**src/source/cpu_pkg.sv**
```systemverilog
// Shared types for the 16-bit five-stage pipelined core
// Instruction fields are opcode 15:11, Rs 10:8, Rt 7:5, Rd 4:2 and funct 1:0
// Opcodes outside opcode_e decode as NOP
// Addresses are byte addresses and bit 0 is ignored by both memories
`default_nettype none

package cpu_pkg;

	typedef logic [15:0] word_t;
	typedef logic [2:0]  reg_idx_t;

	localparam word_t RESET_PC = 16'h0000;

	typedef enum logic [4:0] {
		OP_HALT = 5'b00000,
		OP_NOP  = 5'b00001,
		OP_ADDI = 5'b01000,
		OP_BEQZ = 5'b01100,
		OP_BNEZ = 5'b01101,
		OP_ST   = 5'b10000,
		OP_LD   = 5'b10001,
		OP_LBI  = 5'b11000,
		OP_ALU  = 5'b11011
	} opcode_e;

	// Register ALU ops by funct
	// SUB gives Rs minus Rt and ANDN gives Rs and not Rt
	typedef enum logic [1:0] {
		ALU_ADD  = 2'b00,
		ALU_SUB  = 2'b01,
		ALU_XOR  = 2'b10,
		ALU_ANDN = 2'b11
	} alu_op_e;

	typedef struct packed {
		logic     reg_write;
		logic     mem_read;
		logic     mem_write;
		logic     use_imm;
		logic     is_branch;
		logic     branch_on_zero;
		logic     is_lbi;
		logic     is_halt;
		alu_op_e  alu_op;
		reg_idx_t dest;
	} ctrl_t;

	typedef struct packed {
		logic  valid;
		word_t pc_next;
		word_t instr;
	} if_id_t;

	typedef struct packed {
		logic     valid;
		word_t    pc;
		word_t    pc_next;
		ctrl_t    ctrl;
		reg_idx_t rs_idx;
		reg_idx_t rt_idx;
		word_t    rs_val;
		word_t    rt_val;
		word_t    imm;
	} id_ex_t;

	typedef struct packed {
		logic  valid;
		word_t pc;
		ctrl_t ctrl;
		word_t result;
		word_t store_data;
	} ex_mem_t;

	typedef struct packed {
		word_t    pc;
		logic     reg_write;
		reg_idx_t dest;
		word_t    data;
	} retire_t;

	// Result offered to execute for operand bypass
	typedef struct packed {
		logic     valid;
		logic     reg_write;
		reg_idx_t dest;
		word_t    value;
	} fwd_t;

	typedef struct packed {
		logic     we;
		reg_idx_t dest;
		word_t    data;
	} wb_t;

endpackage

`default_nettype wire
```
**src/source/fetch_stage.sv**
```systemverilog
// Instruction fetch with on-chip program memory and the IF/ID register
// Load through prog_we only while run is low, and memory is not cleared by reset
// IMEM_AW may be at most 15 since the word index is PC bits IMEM_AW:1
// After a HALT is fetched, fetch idles until a branch flush or reset
`default_nettype none
`timescale 1ns/100ps

module fetch_stage #(
	parameter int IMEM_AW = 8
) (
	input  logic               clk,
	input  logic               rst_n,
	input  logic               run,
	input  logic               prog_we,
	input  logic [IMEM_AW-1:0] prog_addr,
	input  cpu_pkg::word_t     prog_data,
	input  logic               stall,
	input  logic               flush,
	input  cpu_pkg::word_t     branch_target,
	output cpu_pkg::if_id_t    if_id
);
	import cpu_pkg::*;

	word_t imem [2**IMEM_AW];
	word_t pc;
	word_t pc_plus2;
	word_t instr;
	logic  halt_seen;
	logic  fetch_en;

	assign instr    = imem[pc[IMEM_AW:1]];
	assign pc_plus2 = pc + 16'd2;
	assign fetch_en = run && !halt_seen && !stall;

	// Program load port
	always_ff @(posedge clk) begin
		if (prog_we) begin
			imem[prog_addr] <= prog_data;
		end
	end

	always_ff @(posedge clk) begin
		if (!rst_n) begin
			pc          <= RESET_PC;
			halt_seen   <= 1'b0;
			if_id.valid <= 1'b0;
		end else if (flush) begin
			// Redirect and squash the wrong-path fetch
			pc          <= branch_target;
			halt_seen   <= 1'b0;
			if_id.valid <= 1'b0;
		end else if (fetch_en) begin
			if_id.valid   <= 1'b1;
			if_id.pc_next <= pc_plus2;
			if_id.instr   <= instr;
			// PC parks on HALT
			if (opcode_e'(instr[15:11]) == OP_HALT) begin
				halt_seen <= 1'b1;
			end else begin
				pc <= pc_plus2;
			end
		end else if (!stall) begin
			if_id.valid <= 1'b0;
		end
	end

endmodule

`default_nettype wire

```
**config.mk**
```make
export PLATFORM = sky130hd
export DESIGN_NAME = fetch_stage
export DESIGN_NICKNAME = d
export VERILOG_FILES = /design/src/source/cpu_pkg.sv /design/src/source/fetch_stage.sv
export SDC_FILE = /design/constraint.sdc
export NUM_CORES = 2
export LEC_CHECK = 0
export ABC_CLOCK_PERIOD_IN_PS = 4870
export BUFFER_PORTS_ARGS = -buffer_cell sky130_fd_sc_hd__buf_2
export CAP_MARGIN = 20
export CORE_ASPECT_RATIO = 0.5
export CORE_MARGIN = 3
export CORE_UTILIZATION = 30
export CTS_BUF_LIST = sky130_fd_sc_hd__clkbuf_4 sky130_fd_sc_hd__clkbuf_8 sky130_fd_sc_hd__clkbuf_16
export DETAILED_ROUTE_END_ITERATION = 16
export PLACE_DENSITY_LB_ADDON = 0.15
export SYNTH_ARGS = -nofsm -noshare
export SYNTH_HDL_FRONTEND = slang
export SYNTH_SLANG_ARGS = --single-unit
```
**constraint.sdc**
```tcl
create_clock -name clk -period 4.87 [get_ports clk]
set_input_delay 0.974 -clock clk [delete_from_list [all_inputs] [get_ports clk]]
set_output_delay 0.974 -clock clk [all_outputs]
set_load 0.01 [all_outputs]
```
==> metrics <==
status=complete, but fails checks; Worst Path Max Fanout=17; Final Non-Filler Cells=14752; async set-reset flop share out of synthesis=0%; final-report setup violation count=1; Lkg Pwr=56.19 nW; die area=0.5412 mm²; via count of the first global-routing pass=76038; HP Class=input pin to flip-flop; CP required=5.77 ns; Total GRT Usage=17.80%; Rows=188; Via density=5.129; routed vias=75664; Clock Root Buffer=clkbuf_16; clock latency on the worst-skew pair=1.02 ns; actual slew at the worst max-slew pin=1.135 ns; maximum buffer depth of the clock tree=4; Max H-tree Level=5; Core ar.=0.5271 mm²; Synth cell types=66; initial antenna violation count=70; Post-Syn Nets=6722; CTS Buf Count=402; die height=521.7 µm; most common cell after layout, fill and taps aside=edfxtp_1; Avg Inst Size Synth=23.90 µm²; relative slew slack=24.32%; number of synthesized flops with an enable pin=4128; GRT overflow=0; Max VDD drop=0.3195 mV; DRC violations left=0; Layout Utilization=35.38%; antenna-violating nets left=0; Sink Count=4154; Seq cells post-synth=4154; Worst-path clk slew=0.06 ns; max_cap viols=0; Routed WL per cell=33.37 µm; largest net degree at the start of global routing=137; final worst path period share=100.2%; post-route setup TNS=-0.008513 ns; Die X=1037 µm; DRT iter0 DRCs=9333; yosys warns=0; Pre-antenna DRT Iters=5; Worst Setup Start Kind=flip-flop; DPL Wire Length=300400 µm; # hold bufs at CTS=0; crit path time final=4.879 ns; Highest Clock Rate=205.0 MHz; CTS tree=built; Slew Viols, Final=0; Main synth FF type=edfxtp_1; Boundary Pins=79; clock skew=0.07108 ns; failing checks=setup timing; crit path kind=flip-flop to flip-flop; CP Data Arrival Time=5.78 ns; share of the synthesized area in the top cell type=77.69%; endpoint class of the critical path=flip-flop; post-route setup slack=-0.008513 ns; cell area after synthesis=0.1596 mm²; hold path start=branch_target[0]; pre-CTS WS=-0.6188 ns; # nets final=7404; Initial Utilization=30.27%; worst hold slack=0.2400 ns; total wire length=492300 µm; Final Wtd Congestion=0.7976; Power Dens Cells=415.0 mW/mm²; Cells after Synth=6675; commonest non-fill, non-tap cells in the layout=edfxtp_1 (4128), mux4_2 (1241), buf_4 (488); layout cells sized above 1=36.46%; Port Buffers=78; area grow syn2layout=16.87%; Seq/Total Area, Yosys=78.02%; Final Hold Fails=0; ranking of synthesized cells by area=edfxtp_1 (78%), mux4_2 (18%), nor2_1 (0.72%); RSZ-0062 raised after global routing=no; placed cells=13980; first-pass GRT wire length=672100 µm; cell taking the most area after synthesis=edfxtp_1
==> per-stage QoR <==
step / instance area, µm² / power [mW]
floorplan: 159600 / 43.36
global placement: 173100 / 46.46
detailed placement: 173100 / 46.47
CTS: 186300 / 78.31
global route: 186400 / 79.92
finish: 186500 / 77.38
==> power by group <==
group	internal (mW)	switching, mW	leakage [nW]
combinational	2.40	3.73	12.3
sequential	39.4	0.0851	37.3
clock	17.8	14.0	6.55
==> cells by family (layout without fill, tap and decap cells) <==
family	count (synthesis)	count (layout)	synth area share [%]
flip-flops	4154	4154	78.02
other	0	29	0
adder cells (fa/ha/maj)	1	1	0.007840
AO/OA/AOI/OAI	197	197	0.8908
AND/OR/NAND/NOR	567	567	1.580
XOR/XNOR	13	13	0.07136
buffers and inverters	388	1406	1.198
multiplexers	1355	1355	18.24
==> registers in the layout (all words and copies together), names as in the netlist, named ones only <==
register   cells
halt_seen      1
pc            16
if_id         33
imem        4096
==> routing by layer <==
metal | track usage [%] | part of all wire [%] | vias to the layer above
met5 | 0 | 0.0053 | -
met4 | 3.001 | 1.6 | 4
met3 | 3.001 | 6.4 | 488
met2 | 27.13 | 45 | 2413
met1 | 27.24 | 47 | 42564
li1 | - | - | 30195
==> cells in the mapped netlist, types with 2 or more instances <==
cell / n
o211a_1: 2
and2_1: 3
dfxtp_1: 26
inv_1: 12
buf_6: 19
nand3b_1: 2
mux4_2: 1241
nand4_1: 22
mux2_2: 6
a22o_1: 5
a211oi_1: 17
or3_1: 4
nand2b_1: 9
o22ai_1: 31
edfxtp_1: 4128
a32oi_1: 3
mux2i_1: 108
nor2_1: 307
buf_8: 2
and3_1: 5
o21ai_0: 16
nor3_1: 19
buf_1: 37
o311a_1: 2
o2111ai_1: 5
nor3b_1: 3
buf_2: 135
a221oi_1: 18
nor2b_1: 32
xor2_1: 5
a2111oi_0: 5
clkbuf_1: 153
nand3_1: 61
o211ai_1: 7
or4_1: 4
a22oi_1: 33
a31oi_1: 13
buf_4: 28
xnor2_1: 8
nand2_1: 78
nor4_1: 11
a21oi_1: 26
==> worst paths after layout <==
check        cells after the start  slack, ns        end
max reg2reg                     12     -0.009  flip-flop
min reg2reg                      0       0.43  if_id[16]
max                             12     -0.009  flip-flop
min                              3       0.24      pc[0]
==> critical path, stage by stage, from the launching register on <==
cell and delay, ns:
dfxtp_4 0.46, inv_8 0.30, nand3_1 0.70, o41ai_1 1.06, nor3_1 0.10, a22o_1 0.28, or3_1 0.57, buf_12 0.23
and2_2 0.23, buf_12 0.15, nand3_1 0.15, nand3_4 0.23, buf_4 0.22
==> cell type report <==
type / count / area [µm²]
clock buffers: 489 / 10800
fillers: 48426 / 340700
clock inverters: 251 / 2360
repair buffers: 653 / 5961
multi-input cells: 2133 / 33930
flip-flops and latches: 4154 / 124500
inverters: 13 / 56.30
well taps: 7030 / 8796
diodes: 29 / 72.57
==> what timing repair did <==
action / CTS / global route
endpoints found under the setup margin: 12 / 4
setup buffers: 0 / 2
gates resized for setup: 10 / 9
cloned: 1 / 0
hold endpoints to repair: 0 / 0
(Power assumes the default switching activity.)
