===== src/source/cpu_pkg.sv =====
// Shared types for the 16-bit five-stage pipelined core
// Instruction fields are opcode 15:11, Rs 10:8, Rt 7:5, Rd 4:2 and funct 1:0
// Opcodes outside opcode_e decode as NOP
// Addresses are byte addresses and bit 0 is ignored by both memories
`default_nettype none

package cpu_pkg;

	typedef logic [15:0] word_t;
	typedef logic [2:0]  reg_idx_t;

	localparam word_t RESET_PC = 16'h0000;

	typedef enum logic [4:0] {
		OP_HALT = 5'b00000,
		OP_NOP  = 5'b00001,
		OP_ADDI = 5'b01000,
		OP_BEQZ = 5'b01100,
		OP_BNEZ = 5'b01101,
		OP_ST   = 5'b10000,
		OP_LD   = 5'b10001,
		OP_LBI  = 5'b11000,
		OP_ALU  = 5'b11011
	} opcode_e;

	// Register ALU ops by funct
	// SUB gives Rs minus Rt and ANDN gives Rs and not Rt
	typedef enum logic [1:0] {
		ALU_ADD  = 2'b00,
		ALU_SUB  = 2'b01,
		ALU_XOR  = 2'b10,
		ALU_ANDN = 2'b11
	} alu_op_e;

	typedef struct packed {
		logic     reg_write;
		logic     mem_read;
		logic     mem_write;
		logic     use_imm;
		logic     is_branch;
		logic     branch_on_zero;
		logic     is_lbi;
		logic     is_halt;
		alu_op_e  alu_op;
		reg_idx_t dest;
	} ctrl_t;

	typedef struct packed {
		logic  valid;
		word_t pc_next;
		word_t instr;
	} if_id_t;

	typedef struct packed {
		logic     valid;
		word_t    pc;
		word_t    pc_next;
		ctrl_t    ctrl;
		reg_idx_t rs_idx;
		reg_idx_t rt_idx;
		word_t    rs_val;
		word_t    rt_val;
		word_t    imm;
	} id_ex_t;

	typedef struct packed {
		logic  valid;
		word_t pc;
		ctrl_t ctrl;
		word_t result;
		word_t store_data;
	} ex_mem_t;

	typedef struct packed {
		word_t    pc;
		logic     reg_write;
		reg_idx_t dest;
		word_t    data;
	} retire_t;

	// Result offered to execute for operand bypass
	typedef struct packed {
		logic     valid;
		logic     reg_write;
		reg_idx_t dest;
		word_t    value;
	} fwd_t;

	typedef struct packed {
		logic     we;
		reg_idx_t dest;
		word_t    data;
	} wb_t;

endpackage

`default_nettype wire

===== src/source/memory_stage.sv =====
// Data memory access, MEM/WB register, writeback select and retire report
// Data memory holds 2**DMEM_AW words, reads are combinational and it has no reset
// DMEM_AW may be at most 15 and higher address bits wrap
// halted is sticky until reset once HALT retires
`default_nettype none
`timescale 1ns/100ps

module memory_stage #(
	parameter int DMEM_AW = 4
) (
	input  logic             clk,
	input  logic             rst_n,
	input  cpu_pkg::ex_mem_t ex_mem,
	output cpu_pkg::fwd_t    mem_fwd,
	output cpu_pkg::wb_t     wb,
	output logic             retire_valid,
	output cpu_pkg::retire_t retire,
	output logic             halted
);
	import cpu_pkg::*;

	word_t              dmem [2**DMEM_AW];
	logic [DMEM_AW-1:0] daddr;
	word_t              load_data;
	word_t              wb_data;
	logic               halt_q;

	assign daddr     = ex_mem.result[DMEM_AW:1];
	assign load_data = dmem[daddr];
	assign wb_data   = ex_mem.ctrl.mem_read ? load_data : ex_mem.result;

	always_ff @(posedge clk) begin
		if (ex_mem.valid && ex_mem.ctrl.mem_write) begin
			dmem[daddr] <= ex_mem.store_data;
		end
	end

	// MEM/WB doubles as the retire report
	always_ff @(posedge clk) begin
		if (!rst_n) begin
			retire_valid <= 1'b0;
			halt_q       <= 1'b0;
			halted       <= 1'b0;
		end else begin
			retire_valid     <= ex_mem.valid;
			halt_q           <= ex_mem.valid && ex_mem.ctrl.is_halt;
			retire.pc        <= ex_mem.pc;
			retire.reg_write <= ex_mem.ctrl.reg_write;
			retire.dest      <= ex_mem.ctrl.dest;
			retire.data      <= wb_data;
			if (halt_q) begin
				halted <= 1'b1;
			end
		end
	end

	// Bypass to execute and the register file write
	always_comb begin
		mem_fwd.valid     = retire_valid;
		mem_fwd.reg_write = retire.reg_write;
		mem_fwd.dest      = retire.dest;
		mem_fwd.value     = retire.data;
		wb.we             = retire_valid && retire.reg_write;
		wb.dest           = retire.dest;
		wb.data           = retire.data;
	end

endmodule

`default_nettype wire


===== config.mk =====
export PLATFORM = sky130hd
export DESIGN_NAME = memory_stage
export DESIGN_NICKNAME = d
export VERILOG_FILES = /design/src/source/cpu_pkg.sv /design/src/source/memory_stage.sv
export SDC_FILE = /design/constraint.sdc
export NUM_CORES = 1
export LEC_CHECK = 0
export ABC_AREA = 1
export BUFFER_PORTS_ARGS = -buffer_cell sky130_fd_sc_hd__buf_2
export CORE_UTILIZATION = 60
export CTS_BUF_LIST = sky130_fd_sc_hd__clkbuf_4
export DETAILED_ROUTE_END_ITERATION = 6
export PLACE_DENSITY = 0.82
export SLEW_MARGIN = 20
export SYNTH_ARGS = -nofsm -noshare
export SYNTH_HDL_FRONTEND = slang
export SYNTH_SLANG_ARGS = --single-unit

===== constraint.sdc =====
create_clock -name clk -period 3.4 [get_ports clk]
set_input_delay 1.02 -clock clk [delete_from_list [all_inputs] [get_ports clk]]
set_output_delay 1.02 -clock clk [all_outputs]
set_load 0.01 [all_outputs]

==> metrics.md <==
| Metric | Value |
|---|---|
| Status | `complete, no violations` |
| Min-Delay Endpoint | `halted$_SDFFE_PN0P_` |
| Layout area overhead | `13.25%` |
| Syn Nets | `1176` |
| PwrDens | `533.3 nW/µm²` |
| Crit-path max FO | `27` |
| Cells after Synth | `1112` |
| Pin count of the biggest net entering global routing | `46` |
| H-tree depth | `3` |
| Synthesized area | `12220 µm²` |
| Reg clk slew, reported paths | `70 ps` |
| Final wirelength | `27.71 mm` |
| FMAX | `412.7 MHz` |
| R2r startpoint | `dmem[14][7]$_DFFE_PP_` |
| YS warnings | `0` |
| Slew Limit Fails | `0` |
| Post-cts sizing count | `0` |
| IO Pins | `143` |
| Max-cap violations | `0` |
| Register bit total from synthesis | `295` |
| Mean Syn Cell Area | `10.99 µm²` |
| Yosys cell types | `14` |
| Hold WC Path Type | `flip-flop to flip-flop` |
| Die area | `20950 µm²` |
| Routability congestion estimate | `0.8214` |
| Core footprint | `19720 µm²` |
| Final TNS setup | `0 ps` |
| Worst Reg-to-Reg Cells | `8` |
| Drt first pass iters | `5` |
| CP arrival | `2780 ps` |
| Crit share post-route | `71.27%` |
| Clock root cell | `clkbuf_4` |
| Antenna Nets Post-Route | `0` |
| Via density | `5.265` |
| Clock sink count | `295` |
| Top-area cell type share of the netlist area | `71.73%` |
| Crit path kind | `input pin to flip-flop` |
| Clock skew | `29.46 ps` |
| Die Width | `144.7 µm` |
| Crit. End Element | `flip-flop` |
| Sequential-to-total area share from yosys stat | `72.22%` |
| Worst rel slew slack | `49.00%` |
| Vias | `8372` |
| Row cnt | `51` |
| Layout cell share with drive strength beyond 1 | `22.21%` |
| Fin nets | `1331` |
| Initial Utilization | `62.00%` |
| GRT Overall Usage | `28.01%` |
| Port Buf Inserts | `136` |
| Post-CTS Hold Fix Bufs | `0` |
| FF-to-FF End | `mem_fwd[7]$_DFFE_PP_` |
| Initial antenna violation count | `1` |
| CTS max path bufs | `3` |
| Vias in the first global route | `7939` |
| Inserted Clock Buffers | `71` |
| First-pass GRT wire length | `41.95 mm` |
| Tmin final | `2423 ps` |
| Leakage | `5.894 nW` |
| Gr ovfl total | `0` |
| Final setup viols | `0` |
| Die Ht | `144.7 µm` |
| Largest cells by area after synthesis | `edfxtp_1, nand2_1, buf_4` |
| Worst endpoint required time | `3750 ps` |
| Fillers | `1350` |
| Flop2flop setup slack | `1930 ps` |
| Slew @ Worst Pin | `765.0 ps` |
| Hold Crit Depth | `1` |
| Drt wl/cell | `17.43 µm` |
| Post-CTS Setup Bufs | `0` |
| Hold Path Origin | `halt_q$_SDFF_PN0_` |
| Worst vdd ir | `0.2774 mV` |
| RSZ-0062 raised after global routing | `false` |
| CTS tree | `yes` |
| Clk_lat worst skew | `670 ps` |
| Setup crit start kind | `input pin` |
| Initial DRC count | `897` |
| # DRC | `0` |
| Final hold slack | `454.3 ps` |
| Post-DP HPWL | `17.50 mm` |
| Post-synth top area cell | `edfxtp_1` |
| Final hold vios | `0` |
==> flip-flops by register name (all words and copies together) (netlist names) <==
register	flops
dmem	256
mem_fwd	20
retire	16
halt_q	1
halted	1
retire_valid	1
==> worst max-delay path by stage <==
stage | from | to | slack [ps] | cells after the start
after global routing | mem_fwd[19]$_DFFE_PP_ | wb[19] | 880 | 3
after global placement | ex_mem[18] | dmem[12][7]$_DFFE_PP_ | 420 | 5
after floorplan | ex_mem[18] | dmem[0][0]$_DFFE_PP_ | 610 | 6
after detailed placement | ex_mem[18] | dmem[12][9]$_DFFE_PP_ | 360 | 5
final | ex_mem[18] | dmem[12][2]$_DFFE_PP_ | 980 | 5
after CTS | mem_fwd[19]$_DFFE_PP_ | wb[19] | 930 | 3
==> synth_stat cells (all sizes together) <==
library cell,number
buf,80
clkbuf,7
dfxtp,3
edfxtp,292
inv,13
nand2,614
nand3,35
nor2,67
o21a,1
==> logic make-up (layout without fill, tap and decap cells) <==
family / Yosys count / in the layout / share of synthesized area, %
AO/OA/AOI/OAI: 1 / 1 / 0.06144
buffers and inverters: 100 / 312 / 5.333
other: 0 / 1 / 0
flip-flops: 295 / 295 / 72.22
AND/OR/NAND/NOR: 716 / 716 / 22.38
==> cells in the final DEF (no fill, tap or decap) <==
cell type    n
dfxtp_1      3
diode_2      1
o21a_1       1
clkinv_2     3
edfxtp_1   292
clkbuf_4   105
nor2_2      10
inv_1        9
nand2_1    614
nand3_1     35
nor2_1      57
clkinv_1    19
inv_2        6
inv_4        1
buf_4       30
buf_12       4
buf_2      135
==> through the flow <==
| stage | setup slack [ps] | instance area [µm²] | cells | total power, mW | utilization (%) |
|---|---|---|---|---|---|
| 2_1_floorplan | 613.3 | 12220 | 1112 | 4.519 | - |
| 6_report | 976.7 | 13840 | 1590 | 7.384 | 70.21 |
| 3_3_place_gp | 419.1 | 12960 | 1459 | 4.703 | 65.71 |
| 5_1_grt | 884.1 | 13840 | 1590 | 7.692 | 70.21 |
| 3_5_place_dp | 358.8 | 12960 | 1459 | 4.719 | 65.71 |
| 4_1_cts | 933.8 | 13840 | 1589 | 7.441 | 70.20 |
==> routing by layer <==
layer | vias to the layer above | part of all wire [%] | track usage (%)
li1 | 3971 | - | -
met3 | 55 | 10 | 6.943
met4 | 0 | 2.9 | 14.02
met5 | - | 0 | 0
met1 | 3829 | 38 | 35.09
met2 | 517 | 49 | 45.70
==> layout make-up <==
| cell class | instances | area [µm²] | area share [%] |
|---|---|---|---|
| clock inverters | 25 | 97.59 | 0.7049 |
| inverters | 13 | 51.30 | 0.3705 |
| repair buffers | 169 | 980.9 | 7.085 |
| flip-flops and latches | 295 | 8828 | 63.77 |
| diodes | 1 | 2.502 | 0.01808 |
| clock buffers | 105 | 788.3 | 5.694 |
| well taps | 265 | 331.6 | 2.395 |
| multi-input cells | 717 | 2764 | 19.96 |
==> report_power, final <==
part	leakage [nW]	switching, mW	internal, mW
logic	2.67	0.374	0.165
clock network	0.537	1.31	1.42
registers	2.68	0.0286	4.08
==> worst max-delay path, cell delays in order <==
cell	delay [ps]
buf_2	220
inv_2	470
nand3_1	300
nor2_1	510
buf_12	230
Note: power is estimated with default switching activity, not from simulation.
