===== src/source/cpu_pkg.sv =====
// Shared types for the 16-bit five-stage pipelined core
// Instruction fields are opcode 15:11, Rs 10:8, Rt 7:5, Rd 4:2 and funct 1:0
// Opcodes outside opcode_e decode as NOP
// Addresses are byte addresses and bit 0 is ignored by both memories
`default_nettype none

package cpu_pkg;

	typedef logic [15:0] word_t;
	typedef logic [2:0]  reg_idx_t;

	localparam word_t RESET_PC = 16'h0000;

	typedef enum logic [4:0] {
		OP_HALT = 5'b00000,
		OP_NOP  = 5'b00001,
		OP_ADDI = 5'b01000,
		OP_BEQZ = 5'b01100,
		OP_BNEZ = 5'b01101,
		OP_ST   = 5'b10000,
		OP_LD   = 5'b10001,
		OP_LBI  = 5'b11000,
		OP_ALU  = 5'b11011
	} opcode_e;

	// Register ALU ops by funct
	// SUB gives Rs minus Rt and ANDN gives Rs and not Rt
	typedef enum logic [1:0] {
		ALU_ADD  = 2'b00,
		ALU_SUB  = 2'b01,
		ALU_XOR  = 2'b10,
		ALU_ANDN = 2'b11
	} alu_op_e;

	typedef struct packed {
		logic     reg_write;
		logic     mem_read;
		logic     mem_write;
		logic     use_imm;
		logic     is_branch;
		logic     branch_on_zero;
		logic     is_lbi;
		logic     is_halt;
		alu_op_e  alu_op;
		reg_idx_t dest;
	} ctrl_t;

	typedef struct packed {
		logic  valid;
		word_t pc_next;
		word_t instr;
	} if_id_t;

	typedef struct packed {
		logic     valid;
		word_t    pc;
		word_t    pc_next;
		ctrl_t    ctrl;
		reg_idx_t rs_idx;
		reg_idx_t rt_idx;
		word_t    rs_val;
		word_t    rt_val;
		word_t    imm;
	} id_ex_t;

	typedef struct packed {
		logic  valid;
		word_t pc;
		ctrl_t ctrl;
		word_t result;
		word_t store_data;
	} ex_mem_t;

	typedef struct packed {
		word_t    pc;
		logic     reg_write;
		reg_idx_t dest;
		word_t    data;
	} retire_t;

	// Result offered to execute for operand bypass
	typedef struct packed {
		logic     valid;
		logic     reg_write;
		reg_idx_t dest;
		word_t    value;
	} fwd_t;

	typedef struct packed {
		logic     we;
		reg_idx_t dest;
		word_t    data;
	} wb_t;

endpackage

`default_nettype wire

===== src/source/execute_stage.sv =====
// Execute with operand forwarding, the ALU, branch resolution and EX/MEM
// Branches are resolved here and a taken one flushes the two younger slots
// Loads in EX/MEM are never forwarded since their data is not yet read
`default_nettype none
`timescale 1ns/100ps

module execute_stage (
	input  logic             clk,
	input  logic             rst_n,
	input  cpu_pkg::id_ex_t  id_ex,
	input  cpu_pkg::fwd_t    mem_fwd,
	output cpu_pkg::ex_mem_t ex_mem,
	output logic             flush,
	output cpu_pkg::word_t   branch_target,
	output cpu_pkg::fwd_t    ex_fwd
);
	import cpu_pkg::*;

	word_t op_a;
	word_t rt_fwd;
	word_t op_b;
	word_t result;

	// Newest producer wins
	function automatic word_t fwd_pick(
		input reg_idx_t idx,
		input word_t    rf_val,
		input fwd_t     near,
		input fwd_t     far
	);
		if (near.valid && near.reg_write && near.dest == idx) begin
			return near.value;
		end else if (far.valid && far.reg_write && far.dest == idx) begin
			return far.value;
		end
		return rf_val;
	endfunction

	// EX/MEM bypass source
	always_comb begin
		ex_fwd.valid     = ex_mem.valid;
		ex_fwd.reg_write = ex_mem.ctrl.reg_write && !ex_mem.ctrl.mem_read;
		ex_fwd.dest      = ex_mem.ctrl.dest;
		ex_fwd.value     = ex_mem.result;
	end

	assign op_a   = fwd_pick(id_ex.rs_idx, id_ex.rs_val, ex_fwd, mem_fwd);
	assign rt_fwd = fwd_pick(id_ex.rt_idx, id_ex.rt_val, ex_fwd, mem_fwd);
	assign op_b   = id_ex.ctrl.use_imm ? id_ex.imm : rt_fwd;

	// Also forms the LD and ST address
	always_comb begin
		case (id_ex.ctrl.alu_op)
			ALU_ADD: result = op_a + op_b;
			ALU_SUB: result = op_a - op_b;
			ALU_XOR: result = op_a ^ op_b;
			default: result = op_a & ~op_b;
		endcase
		if (id_ex.ctrl.is_lbi) begin
			result = id_ex.imm;
		end
	end

	// Branch test on forwarded Rs
	assign flush = id_ex.valid && id_ex.ctrl.is_branch &&
	               ((op_a == '0) == id_ex.ctrl.branch_on_zero);
	assign branch_target = id_ex.pc_next + id_ex.imm;

	always_ff @(posedge clk) begin
		if (!rst_n) begin
			ex_mem.valid <= 1'b0;
		end else begin
			ex_mem.valid      <= id_ex.valid;
			ex_mem.pc         <= id_ex.pc;
			ex_mem.ctrl       <= id_ex.ctrl;
			ex_mem.result     <= result;
			ex_mem.store_data <= rt_fwd;
		end
	end

endmodule

`default_nettype wire


===== config.mk =====
export PLATFORM = sky130hd
export DESIGN_NAME = execute_stage
export DESIGN_NICKNAME = d
export VERILOG_FILES = /design/src/source/cpu_pkg.sv /design/src/source/execute_stage.sv
export SDC_FILE = /design/constraint.sdc
export NUM_CORES = 1
export LEC_CHECK = 0
export ABC_AREA = 1
export BUFFER_PORTS_ARGS = -buffer_cell sky130_fd_sc_hd__buf_2
export CAP_MARGIN = 20
export CORE_MARGIN = 2
export CORE_UTILIZATION = 30
export DETAILED_ROUTE_END_ITERATION = 10
export PLACE_DENSITY = 0.55
export SYNTH_ARGS = -nofsm -noshare
export SYNTH_HDL_FRONTEND = slang
export SYNTH_SLANG_ARGS = --single-unit

===== constraint.sdc =====
create_clock -name clk -period 4.5 [get_ports clk]
set_input_delay 0.225 -clock clk [delete_from_list [all_inputs] [get_ports clk]]
set_output_delay 0.225 -clock clk [all_outputs]
set_load 0.05 [all_outputs]

==> flow_metrics.py <==
metrics = {
    "worst_setup_path": {
        "cpMostUsedCell": "sky130_fd_sc_hd__nand2_1",
        "path_max_fanout": 13,
        "slowest_stage": "sky130_fd_sc_hd__edfxtp_1",
        "cp-end-kind": "register",
        "required_ps": 4560,
        "timing.critical_path.slowest_cell_delay_ps": 400,
        "critical_path_arrival_ps": 4190,
        "worstSetupStartpointType": "register",
        "crit_path_category": "reg2reg",
    },
    "die": {
        "design.die.area_um2": 20400,
        "initial_core_util_pct": 30.7,
        "chipWidth_um": 143,
        "ios": 223,
        "floorplan.rows": 50,
        "die_height_um": 143,
        "core_area_um2": 18800,
    },
    "placement": {
        "hpwl_um": 15600,
        "pre_cts_slack_ps": 331,
        "gpl.final_weighted_congestion": 0.957,
        "placement_cell_area_um2": 7020,
        "placement.io_buffers": 222,
    },
    "synthesis": {
        "synth.mux.area_fraction_pct": 0,
        "synth_top_family_by_area": "simple AND/OR/NAND/NOR gates",
        "ys_seq_elements": 62,
        "share_of_the_yosys_chip_area_belonging_to_registers_pct": 32.0,
        "synth-xor-area-share_pct": 5.00,
        "area_share_of_the_largest_cell_type_after_synthesis_pct": 31.7,
        "syn_area_per_cell_um2": 7.71,
        "synth.area.top_cells": "sky130_fd_sc_hd__edfxtp_1, sky130_fd_sc_hd__nand2_1, sky130_fd_sc_hd__ha_1",
        "synth.distinct_cells": 47,
        "mappedNetlistArea_um2": 5780,
        "synth_fa_ha_area_share_pct": 10.9,
        "synth_largest_area_cell": "sky130_fd_sc_hd__edfxtp_1",
        "number_of_enable_flip_flop_cells_after_synthesis": 61,
        "post_synthesis_async_set_or_reset_flop_share_pct": 0,
        "synth_nets": 922,
        "synth-warning-count": 0,
        "top_ff_cell_synth": "sky130_fd_sc_hd__edfxtp_1",
        "postSynthCellCount": 750,
        "compound_gate_fraction_of_synth_area_pct": 14.4,
        "synth-simple-area-share_pct": 27.1,
    },
    "timing": {
        "final_critical_path_setup_slack_ps": 375,
        "fin_tns_setup_ps": 0,
        "grt_setup_unrepaired": "no",
        "fin_crit_sh_pct": 91.7,
        "timing.final.crit_period_ps": 4120,
        "timing.slew.headroom_pct": 43.4,
        "final-max-slew-violation-count": 0,
        "timing_hold_violations_final": 0,
        "tightest_slew_ps": 849,
        "finalClockSkew_ps": 9.45,
        "report.final.setup_viol": 0,
        "timing.fmax_mhz": 242,
    },
    "clocking": {
        "cts_tree": "yes",
        "worst_setup_hold_path_clk_slew_ps": 60,
        "clk_root_buffer_cell": "sky130_fd_sc_hd__clkbuf_16",
        "clkLatencyLatePin_ps": 330,
        "cts_sinks": 62,
        "cts_max_level": 3,
        "clk_path_buf_depth": 2,
        "numCtsBuffers": 9,
    },
    "run": {
        "maxCapViolCount": 0,
    },
    "hold_path": {
        "hold_path_class": "in2reg",
    },
    "grt": {
        "grt_pass1_vias": 5197,
        "antenna_found_initial": 0,
        "gr-usage-all-layers_pct": 18.1,
        "globalRouteOverflowTotal": 0,
        "grt_max_degree": 63,
        "wire_length_of_the_first_global_routing_pass_um": 28500,
    },
    "routing": {
        "vias": 5763,
        "routed_wirelength_um": 19100,
        "drt_antenna_net_count": 0,
        "detail_route.drc_violations": 0,
        "drt-initial-drc-count": 308,
        "wl_per_cell_um": 15.6,
        "routed_via_density": 4.73,
        "detail_route.first_pass.iterations": 4,
    },
    "power": {
        "ir_worst_vdd_v": 0.000177,
        "leak_pwr_nw": 3.74,
        "cellPowerDensity_nw_per_um2": 337,
    },
    "cells_and_area": {
        "layout_commonest_cell": "sky130_fd_sc_hd__buf_2",
        "final_instance_area_um2": 7320,
        "fillers": 2004,
        "antennaDiodeCount": 0,
        "drive_gt1_share_pct": 32.0,
        "area_growth_pct": 26.7,
        "final_net_count": 1126,
        "commonest_non_fill_non_tap_cells_in_the_layout": "sky130_fd_sc_hd__buf_2, sky130_fd_sc_hd__nand2_1, sky130_fd_sc_hd__inv_1",
    },
    "run_status": {
        "status": "completed",
    },
}
==> cells by family after synthesis <==
family                     count (synthesis)
AOI/OAI and AO/OA                        150
buffers and inverters                    127
and+or+nand+nor                          329
xor gates and xnor gates                  33
DFF                                       62
adders and majority gates                 49
==> area by class of cell <==
| cell class | count | area [µm²] | area share (%) |
|---|---|---|---|
| clock buffers | 9 | 225 | 3.08 |
| well taps | 260 | 325 | 4.44 |
| clock inverters | 7 | 72.6 | 0.991 |
| inverters | 85 | 319 | 4.36 |
| repair buffers | 235 | 1210 | 16.5 |
| multi-input cells | 561 | 3320 | 45.3 |
| flip-flops and latches | 62 | 1850 | 25.3 |
==> state kept, by name, summed over array words and instances (netlist names) <==
register and flops:
ex_mem 42, ex_fwd 20
==> path summary, 6_finish.rpt <==
kind              start          to  slack, ps  cells after the start
max          ex_mem[43]  ex_fwd[13]        380                     27
min           id_ex[89]  ex_mem[51]         70                      1
max reg2reg  ex_mem[43]  ex_fwd[13]        380                     27
min reg2reg   ex_fwd[5]   ex_mem[5]        780                      4
==> per-layer routing <==
metal  global-route usage, %  vias to the layer above  part of all wire [%]
met5                       0                        -                     0
met4                    5.21                        0                   1.3
met3                    2.01                       18                   6.4
met2                    29.7                      212                    46
met1                    25.1                     2598                    46
li1                        -                     2935                     -
==> power by group <==
| part | internal (W) | leakage [nW] | switching (W) | total [W] |
|---|---|---|---|---|
| Clock | 0.000431 | 0.144 | 0.000277 | 0.000708 |
| Sequential | 0.000694 | 0.606 | 0.0000283 | 0.000722 |
| Combinational | 0.000299 | 2.99 | 0.000739 | 0.00104 |
| Total | 0.00142 | 3.74 | 0.00104 | 0.00247 |
==> per-stage QoR <==
| step | utilization, % | cells | total power (W) | hold slack, ps |
|---|---|---|---|---|
| floorplan | - | 750 | 0.00151 | 318 |
| global placement | 37.3 | 1203 | 0.00177 | 402 |
| detailed placement | 37.3 | 1203 | 0.00177 | 403 |
| CTS | 38.9 | 1219 | 0.00248 | 58.5 |
| global route | 38.9 | 1219 | 0.00260 | 54.4 |
| finish | 38.9 | 1219 | 0.00247 | 67.5 |
==> critical path: cells and delay by family, from the launching register on <==
kind,cells,cell delay [ps]
AOI/OAI and AO/OA,4,610
DFF,1,400
buffers and inverters,3,220
adders and majority gates,2,530
xor gates and xnor gates,1,130
and+or+nand+nor,17,1980
==> Yosys cell counts, types with 12 or more instances <==
library cell               instances
sky130_fd_sc_hd__a21oi_1          54
sky130_fd_sc_hd__buf_4            25
sky130_fd_sc_hd__edfxtp_1         61
sky130_fd_sc_hd__ha_1             47
sky130_fd_sc_hd__inv_1            80
sky130_fd_sc_hd__nand2_1         161
sky130_fd_sc_hd__nand2_2          21
sky130_fd_sc_hd__nand3_1          71
sky130_fd_sc_hd__nand3_2          12
sky130_fd_sc_hd__nor2_1           30
sky130_fd_sc_hd__o21ai_0          61
sky130_fd_sc_hd__xor2_1           22
==> what timing repair did <==
item,in CTS,in global routing
gates resized for setup,0,2
hold buffers,0,0
buffers inserted,0,0
endpoints found under the setup margin,0,2
(Power assumes the default switching activity.)
