**src/source/cpu_pkg.sv**
```systemverilog
// Shared types for the 16-bit five-stage pipelined core
// Instruction fields are opcode 15:11, Rs 10:8, Rt 7:5, Rd 4:2 and funct 1:0
// Opcodes outside opcode_e decode as NOP
// Addresses are byte addresses and bit 0 is ignored by both memories
`default_nettype none

package cpu_pkg;

	typedef logic [15:0] word_t;
	typedef logic [2:0]  reg_idx_t;

	localparam word_t RESET_PC = 16'h0000;

	typedef enum logic [4:0] {
		OP_HALT = 5'b00000,
		OP_NOP  = 5'b00001,
		OP_ADDI = 5'b01000,
		OP_BEQZ = 5'b01100,
		OP_BNEZ = 5'b01101,
		OP_ST   = 5'b10000,
		OP_LD   = 5'b10001,
		OP_LBI  = 5'b11000,
		OP_ALU  = 5'b11011
	} opcode_e;

	// Register ALU ops by funct
	// SUB gives Rs minus Rt and ANDN gives Rs and not Rt
	typedef enum logic [1:0] {
		ALU_ADD  = 2'b00,
		ALU_SUB  = 2'b01,
		ALU_XOR  = 2'b10,
		ALU_ANDN = 2'b11
	} alu_op_e;

	typedef struct packed {
		logic     reg_write;
		logic     mem_read;
		logic     mem_write;
		logic     use_imm;
		logic     is_branch;
		logic     branch_on_zero;
		logic     is_lbi;
		logic     is_halt;
		alu_op_e  alu_op;
		reg_idx_t dest;
	} ctrl_t;

	typedef struct packed {
		logic  valid;
		word_t pc_next;
		word_t instr;
	} if_id_t;

	typedef struct packed {
		logic     valid;
		word_t    pc;
		word_t    pc_next;
		ctrl_t    ctrl;
		reg_idx_t rs_idx;
		reg_idx_t rt_idx;
		word_t    rs_val;
		word_t    rt_val;
		word_t    imm;
	} id_ex_t;

	typedef struct packed {
		logic  valid;
		word_t pc;
		ctrl_t ctrl;
		word_t result;
		word_t store_data;
	} ex_mem_t;

	typedef struct packed {
		word_t    pc;
		logic     reg_write;
		reg_idx_t dest;
		word_t    data;
	} retire_t;

	// Result offered to execute for operand bypass
	typedef struct packed {
		logic     valid;
		logic     reg_write;
		reg_idx_t dest;
		word_t    value;
	} fwd_t;

	typedef struct packed {
		logic     we;
		reg_idx_t dest;
		word_t    data;
	} wb_t;

endpackage

`default_nettype wire
```
**src/source/decode_stage.sv**
```systemverilog
// Decode with the register file, load-use detection and the ID/EX register
// Register writes land in the writeback cycle and bypass to same-cycle reads
// A load in ID/EX whose dest is read here costs one bubble
// Unknown opcodes decode as NOP
`default_nettype none
`timescale 1ns/100ps

module decode_stage (
	input  logic            clk,
	input  logic            rst_n,
	input  cpu_pkg::if_id_t if_id,
	input  logic            flush,
	input  cpu_pkg::wb_t    wb,
	output cpu_pkg::id_ex_t id_ex,
	output logic            stall
);
	import cpu_pkg::*;

	word_t    regs [8];
	opcode_e  opcode;
	reg_idx_t rs;
	reg_idx_t rt;
	reg_idx_t rd;
	ctrl_t    ctrl;
	word_t    imm;
	logic     imm8_sel;
	logic     uses_rs;
	logic     uses_rt;
	word_t    rs_val;
	word_t    rt_val;
	logic     hazard_rs;
	logic     hazard_rt;

	assign opcode = opcode_e'(if_id.instr[15:11]);
	assign rs     = if_id.instr[10:8];
	assign rt     = if_id.instr[7:5];
	assign rd     = if_id.instr[4:2];

	// Register file
	always_ff @(posedge clk) begin
		if (!rst_n) begin
			for (int i = 0; i < 8; i++) begin
				regs[i] <= '0;
			end
		end else if (wb.we) begin
			regs[wb.dest] <= wb.data;
		end
	end

	// Write-through so a same-cycle writeback is seen
	assign rs_val = (wb.we && wb.dest == rs) ? wb.data : regs[rs];
	assign rt_val = (wb.we && wb.dest == rt) ? wb.data : regs[rt];

	// LBI and branches take the 8-bit field
	assign imm8_sel = (opcode == OP_LBI) || (opcode == OP_BEQZ) || (opcode == OP_BNEZ);
	assign imm = imm8_sel ? {{8{if_id.instr[7]}}, if_id.instr[7:0]}
	                      : {{11{if_id.instr[4]}}, if_id.instr[4:0]};

	always_comb begin
		ctrl        = '0;
		ctrl.alu_op = ALU_ADD;
		uses_rs     = 1'b0;
		uses_rt     = 1'b0;
		case (opcode)
			OP_ALU: begin
				ctrl.reg_write = 1'b1;
				ctrl.alu_op    = alu_op_e'(if_id.instr[1:0]);
				ctrl.dest      = rd;
				uses_rs        = 1'b1;
				uses_rt        = 1'b1;
			end
			OP_ADDI: begin
				ctrl.reg_write = 1'b1;
				ctrl.use_imm   = 1'b1;
				ctrl.dest      = rt;
				uses_rs        = 1'b1;
			end
			OP_LD: begin
				ctrl.reg_write = 1'b1;
				ctrl.mem_read  = 1'b1;
				ctrl.use_imm   = 1'b1;
				ctrl.dest      = rt;
				uses_rs        = 1'b1;
			end
			OP_ST: begin
				// Rt holds the store data
				ctrl.mem_write = 1'b1;
				ctrl.use_imm   = 1'b1;
				uses_rs        = 1'b1;
				uses_rt        = 1'b1;
			end
			OP_LBI: begin
				ctrl.reg_write = 1'b1;
				ctrl.is_lbi    = 1'b1;
				ctrl.dest      = rs;
			end
			OP_BEQZ: begin
				ctrl.is_branch      = 1'b1;
				ctrl.branch_on_zero = 1'b1;
				uses_rs             = 1'b1;
			end
			OP_BNEZ: begin
				ctrl.is_branch = 1'b1;
				uses_rs        = 1'b1;
			end
			OP_HALT: begin
				ctrl.is_halt = 1'b1;
			end
			default: begin
				// NOP
			end
		endcase
	end

	// Load-use against the instruction now in execute
	assign hazard_rs = uses_rs && (id_ex.ctrl.dest == rs);
	assign hazard_rt = uses_rt && (id_ex.ctrl.dest == rt);
	assign stall = if_id.valid && id_ex.valid && id_ex.ctrl.mem_read && (hazard_rs || hazard_rt);

	always_ff @(posedge clk) begin
		if (!rst_n) begin
			id_ex.valid <= 1'b0;
		end else begin
			id_ex.valid   <= if_id.valid && !flush && !stall;
			id_ex.pc      <= if_id.pc_next - 16'd2;
			id_ex.pc_next <= if_id.pc_next;
			id_ex.ctrl    <= ctrl;
			id_ex.rs_idx  <= rs;
			id_ex.rt_idx  <= rt;
			id_ex.rs_val  <= rs_val;
			id_ex.rt_val  <= rt_val;
			id_ex.imm     <= imm;
		end
	end

endmodule

`default_nettype wire

```
**config.mk**
```make
export PLATFORM = sky130hd
export DESIGN_NAME = decode_stage
export DESIGN_NICKNAME = d
export VERILOG_FILES = /design/src/source/cpu_pkg.sv /design/src/source/decode_stage.sv
export SDC_FILE = /design/constraint.sdc
export NUM_CORES = 1
export LEC_CHECK = 0
export BUFFER_PORTS_ARGS = -buffer_cell sky130_fd_sc_hd__buf_2
export CAP_MARGIN = 20
export CORE_MARGIN = 2
export CORE_UTILIZATION = 57
export CTS_CLUSTER_DIAMETER = 200
export CTS_CLUSTER_SIZE = 28
export DETAILED_ROUTE_END_ITERATION = 8
export GPL_TIMING_DRIVEN = 0
export PLACE_DENSITY = 0.89
export SYNTH_ARGS = -nofsm -noshare
export SYNTH_HDL_FRONTEND = slang
export SYNTH_SLANG_ARGS = --single-unit
```
**constraint.sdc**
```tcl
create_clock -name clk -period 3.6 [get_ports clk]
set_clock_uncertainty 0.15 [all_clocks]
set_input_delay 1.08 -clock clk [delete_from_list [all_inputs] [get_ports clk]]
set_output_delay 1.08 -clock clk [all_outputs]
set_load 0.01 [all_outputs]
```
==> results summary <==
The run finished with clean final reports. The share of the clock period used by the worst path after layout is 0.9844. The full die area came out at 19,670 µm².

The setup-violating endpoint count in the final report came out at 0. Following the worst setup path forward leads to its endpoint at stall. The critical path starts at if_id[9].

The number of buffers added by the clock tree synthesis step came out at 11. The later pin in the worst-skew pair is clocked with a latency of about 0.47 ns. The cell area after synthesis is between 10,000 and 15,000 µm².

The worst register-to-register path begins at regs[2][6]. The number of buffers inserted by post-CTS setup repair came out at 0. The core box area is roughly 18,000 µm². The classification of the worst-slack hold path is reg2reg. Summed over all layers, the routed wires come to between 20 and 25 mm. The number of I/O port buffers is about 150.

The required arrival time at the worst endpoint came out at around 2.4 ns. The slew at the pin closest to its max-slew limit came out at roughly 1 ns. The deepest clock path buffer count is 3. The antenna cell count came out at 0. The number of design rule violations left after detail routing is 0. Setup repair after global routing left no endpoint under its margin. The final number of hold-violating endpoints came out at 0. The die width came out at between 100 and 150 µm. The reg-to-reg setup timing slack is between 1.5 and 2 ns. After synthesis, the largest family of logic cells by area is multiplexers. The post-synthesis simple-gate area fraction is 0.1299. The vias after detailed routing is roughly 6,600. The wire length of the first global-routing pass came out at ~38 mm. The post-route worst hold slack came out at roughly 0.61 ns. Of the total synthesized cell area, the portion taken by XOR and XNOR cells is 0.02069.

The worst vdd rail ir drop is 0.2533 mV. The final max-slew violation count is 0. The total overflow left after global routing is 0.

The count of non-filler cells in the finished layout came out at roughly 1,100. In this run the remaining antenna-violating nets after routing total 0. Yosys printed 0 warnings. The number of placed cells counting well taps came out at between 1,000 and 1,500.

The global router's overall resource usage came out at 0.2506. The number of distinct library cells after synthesis is 47. The power density of the placed cells came out at roughly 430 nW/µm². The maximum operating frequency is between 0.2 and 0.3 GHz. TritonCTS built the clock tree. For this run, the detailed router's first-pass iteration total came to 5. Summing internal, switching and leakage power gives 0.005117 W. The met2 track demand over resource is 0.4417. The maximum number of pins on one net before global-route repair came out at 73. The post-synthesis to final-layout area growth is 13.29%.

The number of levels in the clock H-tree came out at 1. The number of cells produced by synthesis came out at roughly 680. The number of global-route vias before repair was about 6,700. In this run the tightest slew margin relative to its limit is 0.3276.

The leakage power came out at ~4.5 nW. The cell row count is 49. The critical path class is in2out. The most used flip-flop cell after synthesis is sky130_fd_sc_hd__edfxtp_1.

The number of buffers inserted by hold repair at cts came out at 0. The arrival time at the worst endpoint came out at 2.31 ns. For met3 alone, demand over resource in global routing was 0.04342. The per-cell routed wire length came out at about 23 µm. The initial antenna violation count came out at 0.

STA classifies the critical path endpoint as a primary output. The setup TNS is 0 ns. Leaving out fill and tap cells, the most frequent cell in the layout is sky130_fd_sc_hd__edfxtp_1. In this run the clock root is driven by a sky130_fd_sc_hd__clkbuf_16. The final estimated routing congestion in global placement came out at 0.8656.

The clock sink count is around 220. The share of synthesized area in the top cell type comes to 0.6186. The met1 global-route usage came out at 0.3205. By area the synthesized netlist is led by sky130_fd_sc_hd__edfxtp_1, sky130_fd_sc_hd__mux4_2, sky130_fd_sc_hd__and2_1. The cell area reported after detailed placement came out at ~12,000 µm².

The initial core utilization is 0.5851. The number of vias per cell came out at 6.164. The HPWL after detailed placement is about 17 mm. The share of the Yosys chip area taken by registers is 0.6205. The compound-cell area share of the yosys netlist came out at 0.02518. The total of fill cells in the finished design is ~1,200.

The net count of the mapped netlist came out at 732. The largest driver fanout on the critical path is 9. The number of flops mapped to enable cells by yosys came out at about 220. The fraction of layout instances using a drive strength above 1 came out at 0.3551. In this run the vertical extent of the chip is roughly 140 µm.

Clock-pin slew was measured on the worst setup and hold paths at about 0.1 ns. The reg-to-reg endpoint is id_ex[22]. After synthesis the netlist holds a flip-flop and latch count of approximately 220. For this run, the post-layout net count is around 900. The average cell area after synthesis came out at around 16 µm². After synthesis, the share of flip-flops with an asynchronous set or reset is 0.

The depth of the worst register-to-register path is 3. After routing the design area is 11,990 µm². In this run the most used layer during global routing was met2. The number of design-rule violations left by the first detailed-router iteration is 740.

The number of max-cap violations is 0. The number of top-level pins is approximately 160. The top cell types in the final layout, fill and taps aside, are sky130_fd_sc_hd__edfxtp_1, sky130_fd_sc_hd__buf_2, sky130_fd_sc_hd__and2_1. Measured against the total synthesized area, the mux share comes to 0.1697.

STA classifies the critical path startpoint as an input port. The adder and majority cell fraction of the synthesized area came out at 0.001182. The minimum clock period after layout is 3.544 ns. Of all cell types, the one taking the most synthesized area is sky130_fd_sc_hd__edfxtp_1.
power breakdown:
group	switching [W]	leakage [nW]	internal, W
logic	0.000396	2.28	0.000323
clock network	0.000743	0.138	0.000566
registers	0.0000791	2.11	0.00301
Yosys cell counts, types with 2 or more instances:
cell type and n:
sky130_fd_sc_hd__mux2_2 3, sky130_fd_sc_hd__nor2_4 2, sky130_fd_sc_hd__clkbuf_1 2, sky130_fd_sc_hd__buf_2 21, sky130_fd_sc_hd__mux2i_1 32, sky130_fd_sc_hd__edfxtp_1 218, sky130_fd_sc_hd__xor2_1 12, sky130_fd_sc_hd__inv_1 7
sky130_fd_sc_hd__nor3_4 3, sky130_fd_sc_hd__and3_1 4, sky130_fd_sc_hd__nand4_1 2, sky130_fd_sc_hd__nor2_2 4, sky130_fd_sc_hd__buf_4 16, sky130_fd_sc_hd__and2_1 131, sky130_fd_sc_hd__o21ai_0 8, sky130_fd_sc_hd__a222oi_1 3
sky130_fd_sc_hd__nor3_1 9, sky130_fd_sc_hd__nand2b_1 6, sky130_fd_sc_hd__buf_6 7, sky130_fd_sc_hd__nor4_1 2, sky130_fd_sc_hd__a21oi_1 32, sky130_fd_sc_hd__mux4_2 64, sky130_fd_sc_hd__clkbuf_2 2, sky130_fd_sc_hd__nand2_1 9
sky130_fd_sc_hd__nor2_1 42, sky130_fd_sc_hd__xnor2_1 13
metrics by stage:
stage                     setup WS, ns  utilization
after floorplan                 0.2125            -
after global placement          -2.129       0.6428
after detailed placement      -0.07767       0.6471
after CTS                     0.005082       0.6616
after global routing          0.003485       0.6629
final                          0.05633       0.6629
cell families after synthesis:
group | Yosys count
AOI/OAI and AO/OA | 47
DFF | 219
xor gates and xnor gates | 25
and+or+nand+nor | 229
adders and majority gates | 1
buffers and inverters | 55
muxes | 99
final cells by class:
class	count	area, µm²	share of cell area
plain buffers	44	292.8	0.02442
clock buffers	13	282.8	0.02359
clock inverters	1	7.507	0.0006262
inverters	7	26.28	0.002192
multi-input cells	401	3689	0.3077
flip-flops and latches	219	6566	0.5477
well taps	229	286.5	0.02390
repair buffers	157	838.3	0.06992
registers in the layout, summed over array words and instances, names as in the netlist:
register  cells
id_ex        91
regs        128
per-layer routing:
layer | vias to the layer above | wire length (µm)
met4 | 0 | 601
li1 | 2867 | -
met2 | 427 | 12480
met1 | 3253 | 8921
met3 | 55 | 2376
met5 | - | 0
worst max-delay path, stage by stage:
cell and delay, ns:
sky130_fd_sc_hd__buf_4 0.16, sky130_fd_sc_hd__xor2_1 0.17, sky130_fd_sc_hd__or4_4 0.53, sky130_fd_sc_hd__a21oi_4 0.12
sky130_fd_sc_hd__or2_1 0.11, sky130_fd_sc_hd__buf_2 0.14
how the worst min path moves through the flow:
stage | start | end | depth (start not counted)
global route | flush | id_ex[99] | 2
finish | id_ex[99] | id_ex[99] | 3
global placement | id_ex[99] | id_ex[99] | 3
CTS | id_ex[99] | id_ex[99] | 3
floorplan | id_ex[99] | id_ex[99] | 3
detailed placement | id_ex[99] | id_ex[99] | 3
repair_timing:
item | 4_1_cts | 5_1_grt
resized for setup | 1 | 8
endpoints found under the setup margin | 1 | 1
hold endpoints to repair | 0 | 0
Power figures use the tool's default switching activity.
